<file path="config.mk">
export PLATFORM = sky130hd
export DESIGN_NAME = l2_arbiter
export DESIGN_NICKNAME = d
export VERILOG_FILES = /design/src/cache_cfg_pkg.sv /design/src/l2_bus_pkg.sv /design/src/l2_arbiter.sv
export SDC_FILE = /design/constraint.sdc
export NUM_CORES = 1
export LEC_CHECK = 0
export BUFFER_PORTS_ARGS = -buffer_cell sky130_fd_sc_hd__buf_2
export CAP_MARGIN = 10
export CORE_MARGIN = 2
export CORE_UTILIZATION = 48
export DETAILED_ROUTE_END_ITERATION = 8
export PLACE_DENSITY_LB_ADDON = 0.1
export SKIP_LAST_GASP = 1
export SLEW_MARGIN = 20
export SYNTH_ARGS = -nofsm -noshare
export SYNTH_HDL_FRONTEND = slang
export SYNTH_SLANG_ARGS = --single-unit
</file>
<file path="constraint.sdc">
create_clock -name clk -period 5.85 [get_ports clk]
set_input_delay 0.8775 -clock clk [delete_from_list [all_inputs] [get_ports clk]]
set_output_delay 0.8775 -clock clk [all_outputs]
set_load 0.01 [all_outputs]
</file>
<file path="src/cache_cfg_pkg.sv">
package cache_cfg_pkg;

    // Byte address layout is {tag, set, word, byte offset}.
    typedef logic [31:0] word_t;
    typedef logic [31:0] addr_t;
    typedef logic [22:0] tag_t;
    typedef logic [3:0]  set_t;
    typedef logic [2:0]  word_sel_t;

    // Tag and set together name one line.
    typedef logic [26:0] line_addr_t;

    typedef enum logic [1:0] {
        ic_idle,
        ic_rwait,
        ic_rbusy,
        ic_read
    } icache_state_t;

    typedef enum logic [2:0] {
        dc_idle,
        dc_rwait,
        dc_rbusy,
        dc_read,
        dc_write
    } dcache_state_t;

endpackage

</file>
<file path="src/l2_bus_pkg.sv">
package l2_bus_pkg;

    typedef logic [4:0] burst_len_t;

    // Strobes are single-cycle pulses.
    typedef struct packed {
        logic                 rreq;
        logic                 wreq;
        cache_cfg_pkg::addr_t addr;
        cache_cfg_pkg::word_t wdata;
        burst_len_t           burst_size;
    } l2_req_t;

    // Read data is valid from the first cycle busy is low.
    typedef struct packed {
        cache_cfg_pkg::word_t rdata;
        logic                 busy;
    } l2_rsp_t;

endpackage

</file>
<file path="src/l2_arbiter.sv">
module l2_arbiter (
    input  logic                 clk,
    input  logic                 reset,
    input  l2_bus_pkg::l2_req_t  ic_req,
    output l2_bus_pkg::l2_rsp_t  ic_rsp,
    input  l2_bus_pkg::l2_req_t  dc_req,
    output l2_bus_pkg::l2_rsp_t  dc_rsp,
    output l2_bus_pkg::l2_req_t  mem_req,
    input  l2_bus_pkg::l2_rsp_t  mem_rsp
);
    import l2_bus_pkg::*;

    l2_req_t    ic_pend;
    l2_req_t    dc_pend;
    l2_req_t    ic_cand;
    l2_req_t    dc_cand;
    logic       ic_pend_v;
    logic       dc_pend_v;
    logic       ic_live;
    logic       dc_live;
    logic       ic_want;
    logic       dc_want;
    logic       grant;
    logic       grant_dc;
    logic       active;
    logic       owner_dc;
    logic       last_dc;
    logic       seen_busy;
    logic       in_data;
    logic       done;
    logic       is_write;
    burst_len_t beat;
    burst_len_t beats;

    assign ic_live = ic_req.rreq || ic_req.wreq;
    assign dc_live = dc_req.rreq || dc_req.wreq;
    assign ic_want = ic_pend_v || ic_live;
    assign dc_want = dc_pend_v || dc_live;
    assign ic_cand = ic_pend_v ? ic_pend : ic_req;
    assign dc_cand = dc_pend_v ? dc_pend : dc_req;

    // On a tie the client not served last time wins.
    assign grant = !active && (ic_want || dc_want);
    assign grant_dc = dc_want && (!ic_want || !last_dc);

    always_comb begin
        mem_req = '0;
        if (grant) begin
            mem_req = grant_dc ? dc_cand : ic_cand;
        end
    end

    assign in_data = active && seen_busy && !mem_rsp.busy;
    assign done = in_data && (is_write || beat == beats - 1'b1);

    assign ic_rsp.busy = ic_pend_v || (active && !owner_dc && !in_data);
    assign dc_rsp.busy = dc_pend_v || (active && owner_dc && !in_data);
    assign ic_rsp.rdata = owner_dc ? '0 : mem_rsp.rdata;
    assign dc_rsp.rdata = owner_dc ? mem_rsp.rdata : '0;

    always_ff @(posedge clk) begin
        if (reset) begin
            active <= 1'b0;
            owner_dc <= 1'b0;
            last_dc <= 1'b0;
            seen_busy <= 1'b0;
            beat <= '0;
            ic_pend_v <= 1'b0;
            dc_pend_v <= 1'b0;
        end else begin
            if (grant) begin
                active <= 1'b1;
                owner_dc <= grant_dc;
                last_dc <= grant_dc;
                seen_busy <= 1'b0;
                beat <= '0;
            end else if (active) begin
                seen_busy <= seen_busy || mem_rsp.busy;
                if (in_data) begin
                    beat <= beat + 1'b1;
                end
                if (done) begin
                    active <= 1'b0;
                end
            end
            // A request that lost the bus waits here for replay.
            ic_pend_v <= ic_want && !(grant && !grant_dc);
            dc_pend_v <= dc_want && !(grant && grant_dc);
        end
    end

    always_ff @(posedge clk) begin
        if (ic_live) begin
            ic_pend <= ic_req;
        end
        if (dc_live) begin
            dc_pend <= dc_req;
        end
        if (grant) begin
            is_write <= mem_req.wreq;
            beats <= mem_req.burst_size;
        end
    end

    a_mem_one_strobe: assert property (@(posedge clk) disable iff (reset)
        !(mem_req.rreq && mem_req.wreq));

endmodule

</file>
==> impl_metrics.py <==
metrics = {
    "status": {
        "status": "finished, final reports clean",
    },
    "clock_tree": {
        "post_cts_buffers": 0,
        "postCtsHoldBufs": 0,
        "numClockSinks": 158,
        "ctsRootBufferMaster": "clkbuf_16",
        "insertion_delay_ns": 0.42,
        "cts_resized": 0,
        "cts_tree": "done",
        "cts.path.max_buffers": 2,
        "cts_max_level": 4,
        "numCtsBuffers": 17,
        "clk_pin_slew_worst_paths_ns": 0.06,
    },
    "die": {
        "io_pins": 314,
        "rows": 45,
        "die_h_um": 128,
        "core_area_um2": 15100,
        "initial_core_util_pct": 49.1,
        "die-area_um2": 16500,
        "die_x_um": 128,
    },
    "critical_path": {
        "start_kind": "flop",
        "worstPathCellList": "a211o_2 -> buf_4 -> o22ai_1 -> buf_2",
        "critPathCaptureType": "output pin",
        "cpMaxStageDelayCell": "dfxtp_2",
        "worstSetupPathType": "reg -> out",
        "cp_slowest_stage_delay_ns": 0.96,
        "cp.required_ns": 4.97,
        "reg2reg_depth": 3,
        "critical_path.max_fanout": 68,
        "arrival_ns": 2.98,
    },
    "synthesis": {
        "synth_edf_count": 148,
        "synthTopCellsByArea": "edfxtp_1 (60%), mux2i_1 (19%), o22ai_1 (6.0%)",
        "synth_cell_type_count": 34,
        "synth_most_common_cell": "edfxtp_1",
        "synth_area_um2": 7440,
        "syn_avg_cell_area_um2": 14.1,
        "ys_warn_count": 0,
        "synth_top_area_share_pct": 59.8,
        "synth_common_cells": "edfxtp_1 (148), mux2i_1 (143), o22ai_1 (71), and2_1 (33), nor2b_1 (32)",
        "ys_ff_latch": 158,
        "synthArstFlopShare_pct": 0,
        "synthCells": 529,
        "synth_area_leader_cell": "edfxtp_1",
        "synth_nets": 708,
        "synth_flop_cell": "edfxtp_1",
        "seq_area_frac_synth_pct": 62.5,
    },
    "power_and_ir_drop": {
        "p_seq_share_pct": 38.8,
        "p_int_w": 0.00256,
        "p_per_area_nw_per_um2": 401,
        "switching_share_pct": 33.9,
        "p_leak_nw": 4.25,
        "switchingPower_w": 0.00131,
        "clockPowerShare_pct": 25.6,
        "ir_worst_vdd_uv": 216,
        "p_comb_share_pct": 35.6,
    },
    "finish": {
        "final_nets": 1006,
        "fillers": 1210,
        "syn_to_final_growth_pct": 30.1,
        "drive_gt1_share_pct": 41.8,
        "fin_cells": 1035,
    },
    "routing": {
        "dr.pass1.iters": 4,
        "wl_per_cell_um": 20.2,
        "via_per_inst": 5.50,
        "antenna_left": 0,
        "dr_total_vias": 5692,
        "drtIter0Drc": 358,
        "post-route-drc-count": 0,
        "drt_wl_total_mm": 20.9,
    },
    "grt": {
        "grt_use_total_pct": 24.4,
        "first_global_vias": 5545,
        "grt_pass1_wl_mm": 30.1,
        "grt_overflow": 0,
        "antenna_found_initial": 7,
        "grt_max_degree": 72,
    },
    "timing": {
        "finClkSkew_ns": 0.00839,
        "rsz0062_at_grt": "no",
        "setup_violations": 0,
        "hold_ws_ns": 0.469,
        "setup_tns_ns": 0,
        "finalMaxSlewViolations": 0,
        "period_needed_ns": 3.86,
        "worst_pin_slew_ns": 1.10,
        "max_slew_margin_pct": 26.7,
        "min_period_over_period_pct": 65.9,
        "fin_ws_ns": 1.99,
        "hold_violations": 0,
        "clock.fmax_mhz": 259,
    },
    "hold_path": {
        "hold_depth": 1,
        "hold_class": "reg -> reg",
    },
    "placement": {
        "gp_congestion": 0.839,
        "place_inst": 996,
        "io_buffer_count": 313,
        "place_ws_ns": 2.13,
        "place_hpwl_mm": 15.0,
    },
    "run": {
        "maxCapViolCount": 0,
    },
}
logic make-up (layout without fill, tap and decap cells):
| logic type | after synthesis | in the layout | share of synthesized area, % |
|---|---|---|---|
| buffers and inverters | 45 | 356 | 2.42 |
| AO/OA/AOI/OAI | 80 | 80 | 6.87 |
| AND/OR/NAND/NOR | 89 | 89 | 7.25 |
| other | 0 | 7 | 0 |
| XOR/XNOR | 12 | 12 | 1.41 |
| flip-flops | 158 | 158 | 62.5 |
| multiplexers | 143 | 143 | 19.2 |
| adder cells (fa/ha/maj) | 2 | 2 | 0.336 |
cells in the final DEF, fill, tap and decap left out, types with 3 or more instances in the layout:
master | synthesis | final
dfxtp_1 | 10 | 7
xor2_1 | 5 | 5
and2_1 | 33 | 33
xnor2_1 | 7 | 7
nand2_1 | 3 | 3
clkbuf_16 | 0 | 17
buf_4 | 0 | 6
edfxtp_1 | 148 | 148
o22ai_1 | 71 | 71
nor2b_1 | 32 | 32
diode_2 | 0 | 7
nor2_1 | 7 | 7
buf_2 | 9 | 313
mux2i_1 | 143 | 143
clkbuf_1 | 31 | 6
inv_1 | 4 | 4
clkinv_2 | 0 | 4
critical path, delay by kind of cell (launching register included):
family	cells	cell delay, ns
flip-flops	1	0.96
AO/OA/AOI/OAI	2	0.85
buffers and inverters	2	0.69
routing by layer:
| layer | vias up | track usage, % | wire, um |
|---|---|---|---|
| met5 | - | 0 | 0 |
| met4 | 0 | 12.1 | 814 |
| met3 | 47 | 6.94 | 1580 |
| met2 | 262 | 42.4 | 10600 |
| met1 | 2742 | 27.5 | 7880 |
| li1 | 2641 | - | - |
power by group through the flow:
stage / logic, W / registers (W) / clock network, W
after floorplan: 0.000921 / 0.00144 / 0
after global placement: 0.00137 / 0.00152 / 0
after detailed placement: 0.00139 / 0.00153 / 0
after CTS: 0.00139 / 0.00151 / 0.00101
after global routing: 0.00149 / 0.00152 / 0.00106
final: 0.00138 / 0.00150 / 0.000994
layout make-up:
cell class / instances / area, um2 / area share [%]
clock inverter: 9 / 72.6 / 0.750
timing repair buffer: 319 / 1610 / 16.7
antenna: 7 / 17.5 / 0.181
tap: 188 / 235 / 2.43
sequential: 158 / 4650 / 48.1
inverter: 5 / 18.8 / 0.194
clock buffer: 23 / 448 / 4.63
multi-input combinational: 326 / 2620 / 27.1
registers in the layout, indices dropped and copies added (netlist names):
signal,count
ic_pend,71
is_write,1
seen_busy,1
beat,5
dc_pend,71
ic_pend_v,1
active,1
beats,5
last_dc,1
dc_pend_v,1
path summary, 6_finish.rpt:
kind	start	end	slack (ns)
setup reg to reg	last_dc	beats[1]	3.19
hold / removal	is_write	active	0.47
hold reg to reg	is_write	active	0.47
setup / recovery	last_dc	mem_req[15]	1.99
through the flow:
step	instance area (um2)	power (W)	util [%]
2_1_floorplan	7440	0.00236	-
5_1_grt	9670	0.00407	63.9
3_3_place_gp	9140	0.00289	60.3
4_1_cts	9660	0.00391	63.8
6_report	9670	0.00388	63.9
3_5_place_dp	9140	0.00292	60.3
Power figures use the tool's default switching activity.
