===== src/cache_cfg_pkg.sv =====
package cache_cfg_pkg;

    // Byte address layout is {tag, set, word, byte offset}.
    typedef logic [31:0] word_t;
    typedef logic [31:0] addr_t;
    typedef logic [22:0] tag_t;
    typedef logic [3:0]  set_t;
    typedef logic [2:0]  word_sel_t;

    // Tag and set together name one line.
    typedef logic [26:0] line_addr_t;

    typedef enum logic [1:0] {
        ic_idle,
        ic_rwait,
        ic_rbusy,
        ic_read
    } icache_state_t;

    typedef enum logic [2:0] {
        dc_idle,
        dc_rwait,
        dc_rbusy,
        dc_read,
        dc_write
    } dcache_state_t;

endpackage


===== src/l2_bus_pkg.sv =====
package l2_bus_pkg;

    typedef logic [4:0] burst_len_t;

    // Strobes are single-cycle pulses.
    typedef struct packed {
        logic                 rreq;
        logic                 wreq;
        cache_cfg_pkg::addr_t addr;
        cache_cfg_pkg::word_t wdata;
        burst_len_t           burst_size;
    } l2_req_t;

    // Read data is valid from the first cycle busy is low.
    typedef struct packed {
        cache_cfg_pkg::word_t rdata;
        logic                 busy;
    } l2_rsp_t;

endpackage


===== src/icache.sv =====
module icache (
    input  logic                       clk,
    input  logic                       reset,
    input  logic                       fetch_rreq,
    input  cache_cfg_pkg::addr_t       fetch_addr,
    output cache_cfg_pkg::word_t       fetch_rdata,
    output logic                       fetch_miss,
    output l2_bus_pkg::l2_req_t        l2_req,
    input  l2_bus_pkg::l2_rsp_t        l2_rsp,
    output cache_cfg_pkg::addr_t       peek_addr,
    input  cache_cfg_pkg::word_t       peek_rdata,
    input  logic                       peek_miss,
    input  cache_cfg_pkg::line_addr_t  invalidate_line,
    input  logic                       invalidate_req
);
    import cache_cfg_pkg::*;
    import l2_bus_pkg::*;

    icache_state_t state;
    l2_req_t       req_q;
    tag_t          tag_q [16];
    logic [15:0]   valid;
    word_t         data_q [128];
    tag_t          tag;
    tag_t          inv_tag;
    set_t          set;
    set_t          inv_set;
    set_t          fill_set;
    word_sel_t     word;
    word_sel_t     fill_cnt;
    logic          hit;
    logic          inv_hit;
    logic          start_fill;
    logic          fill_we;
    logic          fill_done;
    logic          fill_kill;

    assign {tag, set, word} = fetch_addr[31:2];
    assign {inv_tag, inv_set} = invalidate_line;

    assign hit = valid[set] && (tag_q[set] == tag);
    assign inv_hit = invalidate_req && (tag_q[inv_set] == inv_tag);

    // The data cache copy is newer when it exists.
    assign peek_addr = fetch_addr;
    assign fetch_rdata = peek_miss ? data_q[{set, word}] : peek_rdata;
    assign fetch_miss = fetch_rreq && ((peek_miss && !hit) || (state != ic_idle));

    assign start_fill = (state == ic_idle) && fetch_rreq && peek_miss && !hit;
    assign fill_we = ((state == ic_rbusy) && !l2_rsp.busy) || (state == ic_read);
    assign fill_done = (state == ic_read) && (fill_cnt == word_sel_t'(7));
    assign l2_req = req_q;

    always_ff @(posedge clk) begin
        if (reset) begin
            state <= ic_idle;
            req_q <= '0;
            fill_kill <= 1'b0;
        end else begin
            case (state)
                ic_idle: begin
                    if (start_fill) begin
                        state <= ic_rwait;
                        req_q.rreq <= 1'b1;
                        req_q.addr <= {tag, set, 5'b0};
                        req_q.burst_size <= burst_len_t'(8);
                        fill_kill <= 1'b0;
                    end
                end
                ic_rwait: begin
                    req_q.rreq <= 1'b0;
                    state <= ic_rbusy;
                end
                ic_rbusy: begin
                    if (!l2_rsp.busy) begin
                        state <= ic_read;
                    end
                end
                ic_read: begin
                    if (fill_done) begin
                        state <= ic_idle;
                    end
                end
            endcase
            // A store to the line being filled makes the new copy stale.
            if (state != ic_idle && inv_hit && inv_set == fill_set) begin
                fill_kill <= 1'b1;
            end
        end
    end

    always_ff @(posedge clk) begin
        if (reset) begin
            valid <= '0;
        end else begin
            if (start_fill) begin
                valid[set] <= 1'b0;
            end
            if (fill_done && !fill_kill) begin
                valid[fill_set] <= 1'b1;
            end
            // Invalidation wins over a set in the same cycle.
            if (inv_hit) begin
                valid[inv_set] <= 1'b0;
            end
        end
    end

    always_ff @(posedge clk) begin
        if (start_fill) begin
            tag_q[set] <= tag;
            fill_set <= set;
            fill_cnt <= '0;
        end else if (fill_we) begin
            fill_cnt <= fill_cnt + 1'b1;
        end
        if (fill_we) begin
            data_q[{fill_set, fill_cnt}] <= l2_rsp.rdata;
        end
    end

    a_rreq_pulse: assert property (@(posedge clk) disable iff (reset)
        l2_req.rreq |=> !l2_req.rreq);

    a_idle_needs_miss: assert property (@(posedge clk) disable iff (reset)
        (state == ic_idle && !fetch_miss) |=> state == ic_idle);

endmodule


===== config.mk =====
export PLATFORM = sky130hd
export DESIGN_NAME = icache
export DESIGN_NICKNAME = d
export VERILOG_FILES = /design/src/cache_cfg_pkg.sv /design/src/l2_bus_pkg.sv /design/src/icache.sv
export SDC_FILE = /design/constraint.sdc
export NUM_CORES = 2
export LEC_CHECK = 0
export BUFFER_PORTS_ARGS = -buffer_cell sky130_fd_sc_hd__buf_4
export CORE_AREA = 2 2 761 763
export CTS_BUF_LIST = sky130_fd_sc_hd__clkbuf_4 sky130_fd_sc_hd__clkbuf_8
export CTS_CLUSTER_DIAMETER = 40
export DETAILED_ROUTE_END_ITERATION = 7
export DIE_AREA = 0 0 763 765
export PLACE_DENSITY = 0.45
export SYNTH_ARGS = -nofsm -noshare
export SYNTH_HDL_FRONTEND = slang
export SYNTH_MEMORY_MAX_BITS = 65536
export SYNTH_SLANG_ARGS = --single-unit

===== constraint.sdc =====
create_clock -name clk -period 6.65 [get_ports clk]
set_input_delay 1.33 -clock clk [delete_from_list [all_inputs] [get_ports clk]]
set_output_delay 1.33 -clock clk [all_outputs]
set_load 0.02 [all_outputs]

==> results.txt <==
The run finished with clean final reports. In this run, synthesis inferred 4,468 flip-flops with an integrated enable. Summed over all layers, the routed wires come to 570 mm. The first-pass detailed-route iteration total came out at 5. For this design the static power due to leakage is 67.6 nW. The residual antenna-violating net count after detailed routing is 0, and the number of filler cells placed in the layout is 52.9k.

For this run, the number of Yosys warnings is 0. Dividing the detail-routed wire length by the instance count gives 32.5 µm. Setup repair after global routing left no endpoint under its margin. The region available for standard cell placement spans 0.576 mm². Each instance of the synthesized netlist takes up on average 21.9 µm². The die is 763 µm wide. The congestion estimate from routability-driven global placement came to 0.816.

The logs give 0.760 for the post-synthesis sequential area ratio and 94.5k for the via count of the first global-routing pass. The total congestion overflow is 0, and the instance area after placement is 0.194 mm². Initial cell density of the core: 0.309. For this run, design rule violations remaining after detail routing come to 0. From bottom edge to top edge, the die measures 765 µm. For the worst-case vdd ir drop, the log shows 0.219 mV. For the pin with the worst max-slew slack, the measured transition is 1.26 ns. The portion of the clock cycle consumed by the worst path in the final layout was 0.990.

The total number of placement rows was 279; the share of synthesized flip-flops with an asynchronous set or reset was 0. For the post-route clock skew, the log shows 0.121 ns. The later-pin clock latency in the skew report is 1.32 ns, and the pin count of the biggest net entering global routing is 98. After clock tree synthesis, the clock-pin slew on the worst setup and hold paths is 0.06 ns. After clock tree synthesis, the setup repair step added 0 buffers.

In this run the worst path has a maximum fanout of 34. The detailed-route vias per instance is 5.21, and the count of different cell masters after synthesis is 75. Clock buffer count from CTS: 809. The logs give 0.178 mm² for the netlist area before placement and 9,408 for the net total in the final layout.

Synthesis produced 8,143 cells. Setup violations remaining at the end of the flow were counted as 0. Global router's overall resource usage: 0.191. In this run the number of H-tree levels came out at 6.

The first global-routing pass estimated 781 mm of wire. The finished cells cover 0.210 mm². Detailed placement finished with a half-perimeter wire length of 345 mm. The share of cells above drive strength 1 was 0.351. Worst hold path class: primary input to register. The clock passes through at most 4 buffers.

TritonCTS built the clock tree. The power per standard cell area was 297 mW/mm²; the total via count in the routed design was 91.3k. The clock period minus worst slack was 6.59 ns; the number of antenna violations at the first check in global routing was 41. The highest clock frequency the design can meet is 0.152 GHz.

The worst setup path is captured at an output port. The number of hold buffers added after CTS was 0. For this block, the initial DRC count from the detailed router was 9,540. For the floorplan die area, the log shows 0.584 mm². The clock root buffer was clkbuf_8.

The number of pins with negative max-slew slack in the final report was 0. The critical path is of the primary input to output port type. Input and output buffers added on the ports amount to 218. The total number of clock tree sinks is 4,519. STA classifies the critical path startpoint as a primary input. For this run, the leading register cell type out of synthesis is edfxtp_1. The number of storage elements in the synthesis netlist is 4,519. For this design the top-level I/O count stands at 265. Data on the critical path arrives at its endpoint at 5.26 ns. The number of hold violations in the final report is 0. Across the run, the number of max-cap violations was 0. Data on the critical path is required at its endpoint by 5.32 ns.

The synthesis-to-finish area growth is 18.2%. For the worst max-slew margin expressed relative to the limit, the log shows 0.162. After layout, the design draws a total of 62.4 mW. Hold timing on the final database bottoms out at a slack of 0.483 ns.
## power by group
part	switching, mW	internal [mW]	total [mW]
clock network	12.0	14.7	26.7
registers	0.0619	31.4	31.5
logic	2.81	1.45	4.26
total	14.9	47.6	62.4
## flip-flops by register name, indices dropped and copies added, names as in the netlist
signal and count:
data_q 4096, tag_q 368, l2_req 29, valid 16, fill_set 4, fill_cnt 3
state 2, fill_kill 1
## metal layers
metal	vias up	wire, µm	share of wire	GRT usage
met4	8	14600	0.026	0.0497
met3	755	36800	0.064	0.0341
li1	36887	-	-	-
met2	3474	275000	0.48	0.314
met5	-	51	0.000089	0
met1	50128	244000	0.43	0.262
## placed cells by master, fill, tap and decap left out, drive strengths merged, types with 42 or more instances in the layout
master  count
a21oi      89
buf       824
bufinv     44
clkbuf   1068
clkinv    291
conb       42
dfxtp      51
edfxtp   4468
inv        66
mux2i     685
mux4     1170
nor2      307
o21ai      80
o22ai     269
## Yosys cell counts, types with 33 or more instances
cell type,n,area (µm²)
o21ai_0,80,400
nor3_1,40,200
mux2i_1,685,6860
mux4_2,1163,26200
nor2_1,307,1150
clkbuf_1,230,863
edfxtp_1,4468,134000
a21oi_1,89,445
buf_2,40,200
nand2_1,40,150
o22ai_1,269,1680
buf_1,177,664
dfxtp_1,51,1020
a211oi_1,33,248
buf_4,90,676
## timing repair
item | CTS | global route
setup endpoints to repair | 12 | 5
pin swaps | 1 | 1
gates resized for setup | 24 | 5
## cell type report
| class | count | area, µm² | area share |
|---|---|---|---|
| Clock buffer | 1068 | 13100 | 0.0624 |
| Inverter | 34 | 128 | 0.000607 |
| Multi-Input combinational cell | 3085 | 41500 | 0.197 |
| Tap cell | 7587 | 9490 | 0.0451 |
| Sequential cell | 4519 | 135000 | 0.643 |
| Timing Repair Buffer | 824 | 7440 | 0.0354 |
| Clock inverter | 394 | 3420 | 0.0163 |
| Antenna cell | 20 | 50.0 | 0.000238 |
## cell families (layout without fill, tap and decap cells)
group | Yosys count | in the layout | synth area share
XOR/XNOR | 44 | 44 | 0.00217
flip-flops | 4519 | 4519 | 0.760
buffers and inverters | 580 | 2320 | 0.0148
other | 1 | 62 | 0.0000211
multiplexers | 1879 | 1879 | 0.188
AO/OA/AOI/OAI | 600 | 600 | 0.0218
adder cells (fa/ha/maj) | 6 | 6 | 0.000422
AND/OR/NAND/NOR | 514 | 514 | 0.0129
## worst paths after layout
| path | start | depth (start not counted) | slack (ns) | endpoint |
|---|---|---|---|---|
| worst min-delay path | l2_rsp[16] | 1 | 0.48 | data_q[38][15] |
| worst max-delay path | fetch_addr[2] | 12 | 0.06 | fetch_rdata[16] |
| worst min register to register | valid[6] | 2 | 0.49 | valid[6] |
| worst max register to register | tag_q[4][12] | 10 | 2.31 | l2_req[52] |
## worst max-delay path, stage by stage
cell and delay (ns):
buf_16 0.25, buf_12 0.28, buf_12 0.32, mux4_2 0.55, mux2i_1 0.55, o22ai_1 0.15, nor2_1 0.32, a211oi_1 0.21
a21oi_1 0.64, buf_4 0.22, a21oi_1 0.07, buf_4 0.22
## stage by stage
stage / setup slack, ns / std cells / TNS [ns] / utilization
after floorplan: 0.306 / 8184 / 0 / -
after global placement: -0.770 / 16049 / -3.78 / 0.336
after detailed placement: -0.763 / 16049 / -3.40 / 0.336
after CTS: -0.0168 / 17511 / -0.0168 / 0.365
after global routing: 0.00982 / 17514 / 0 / 0.365
final: 0.0632 / 17531 / 0 / 0.365
No activity file was read; power rests on OpenSTA's default activity.
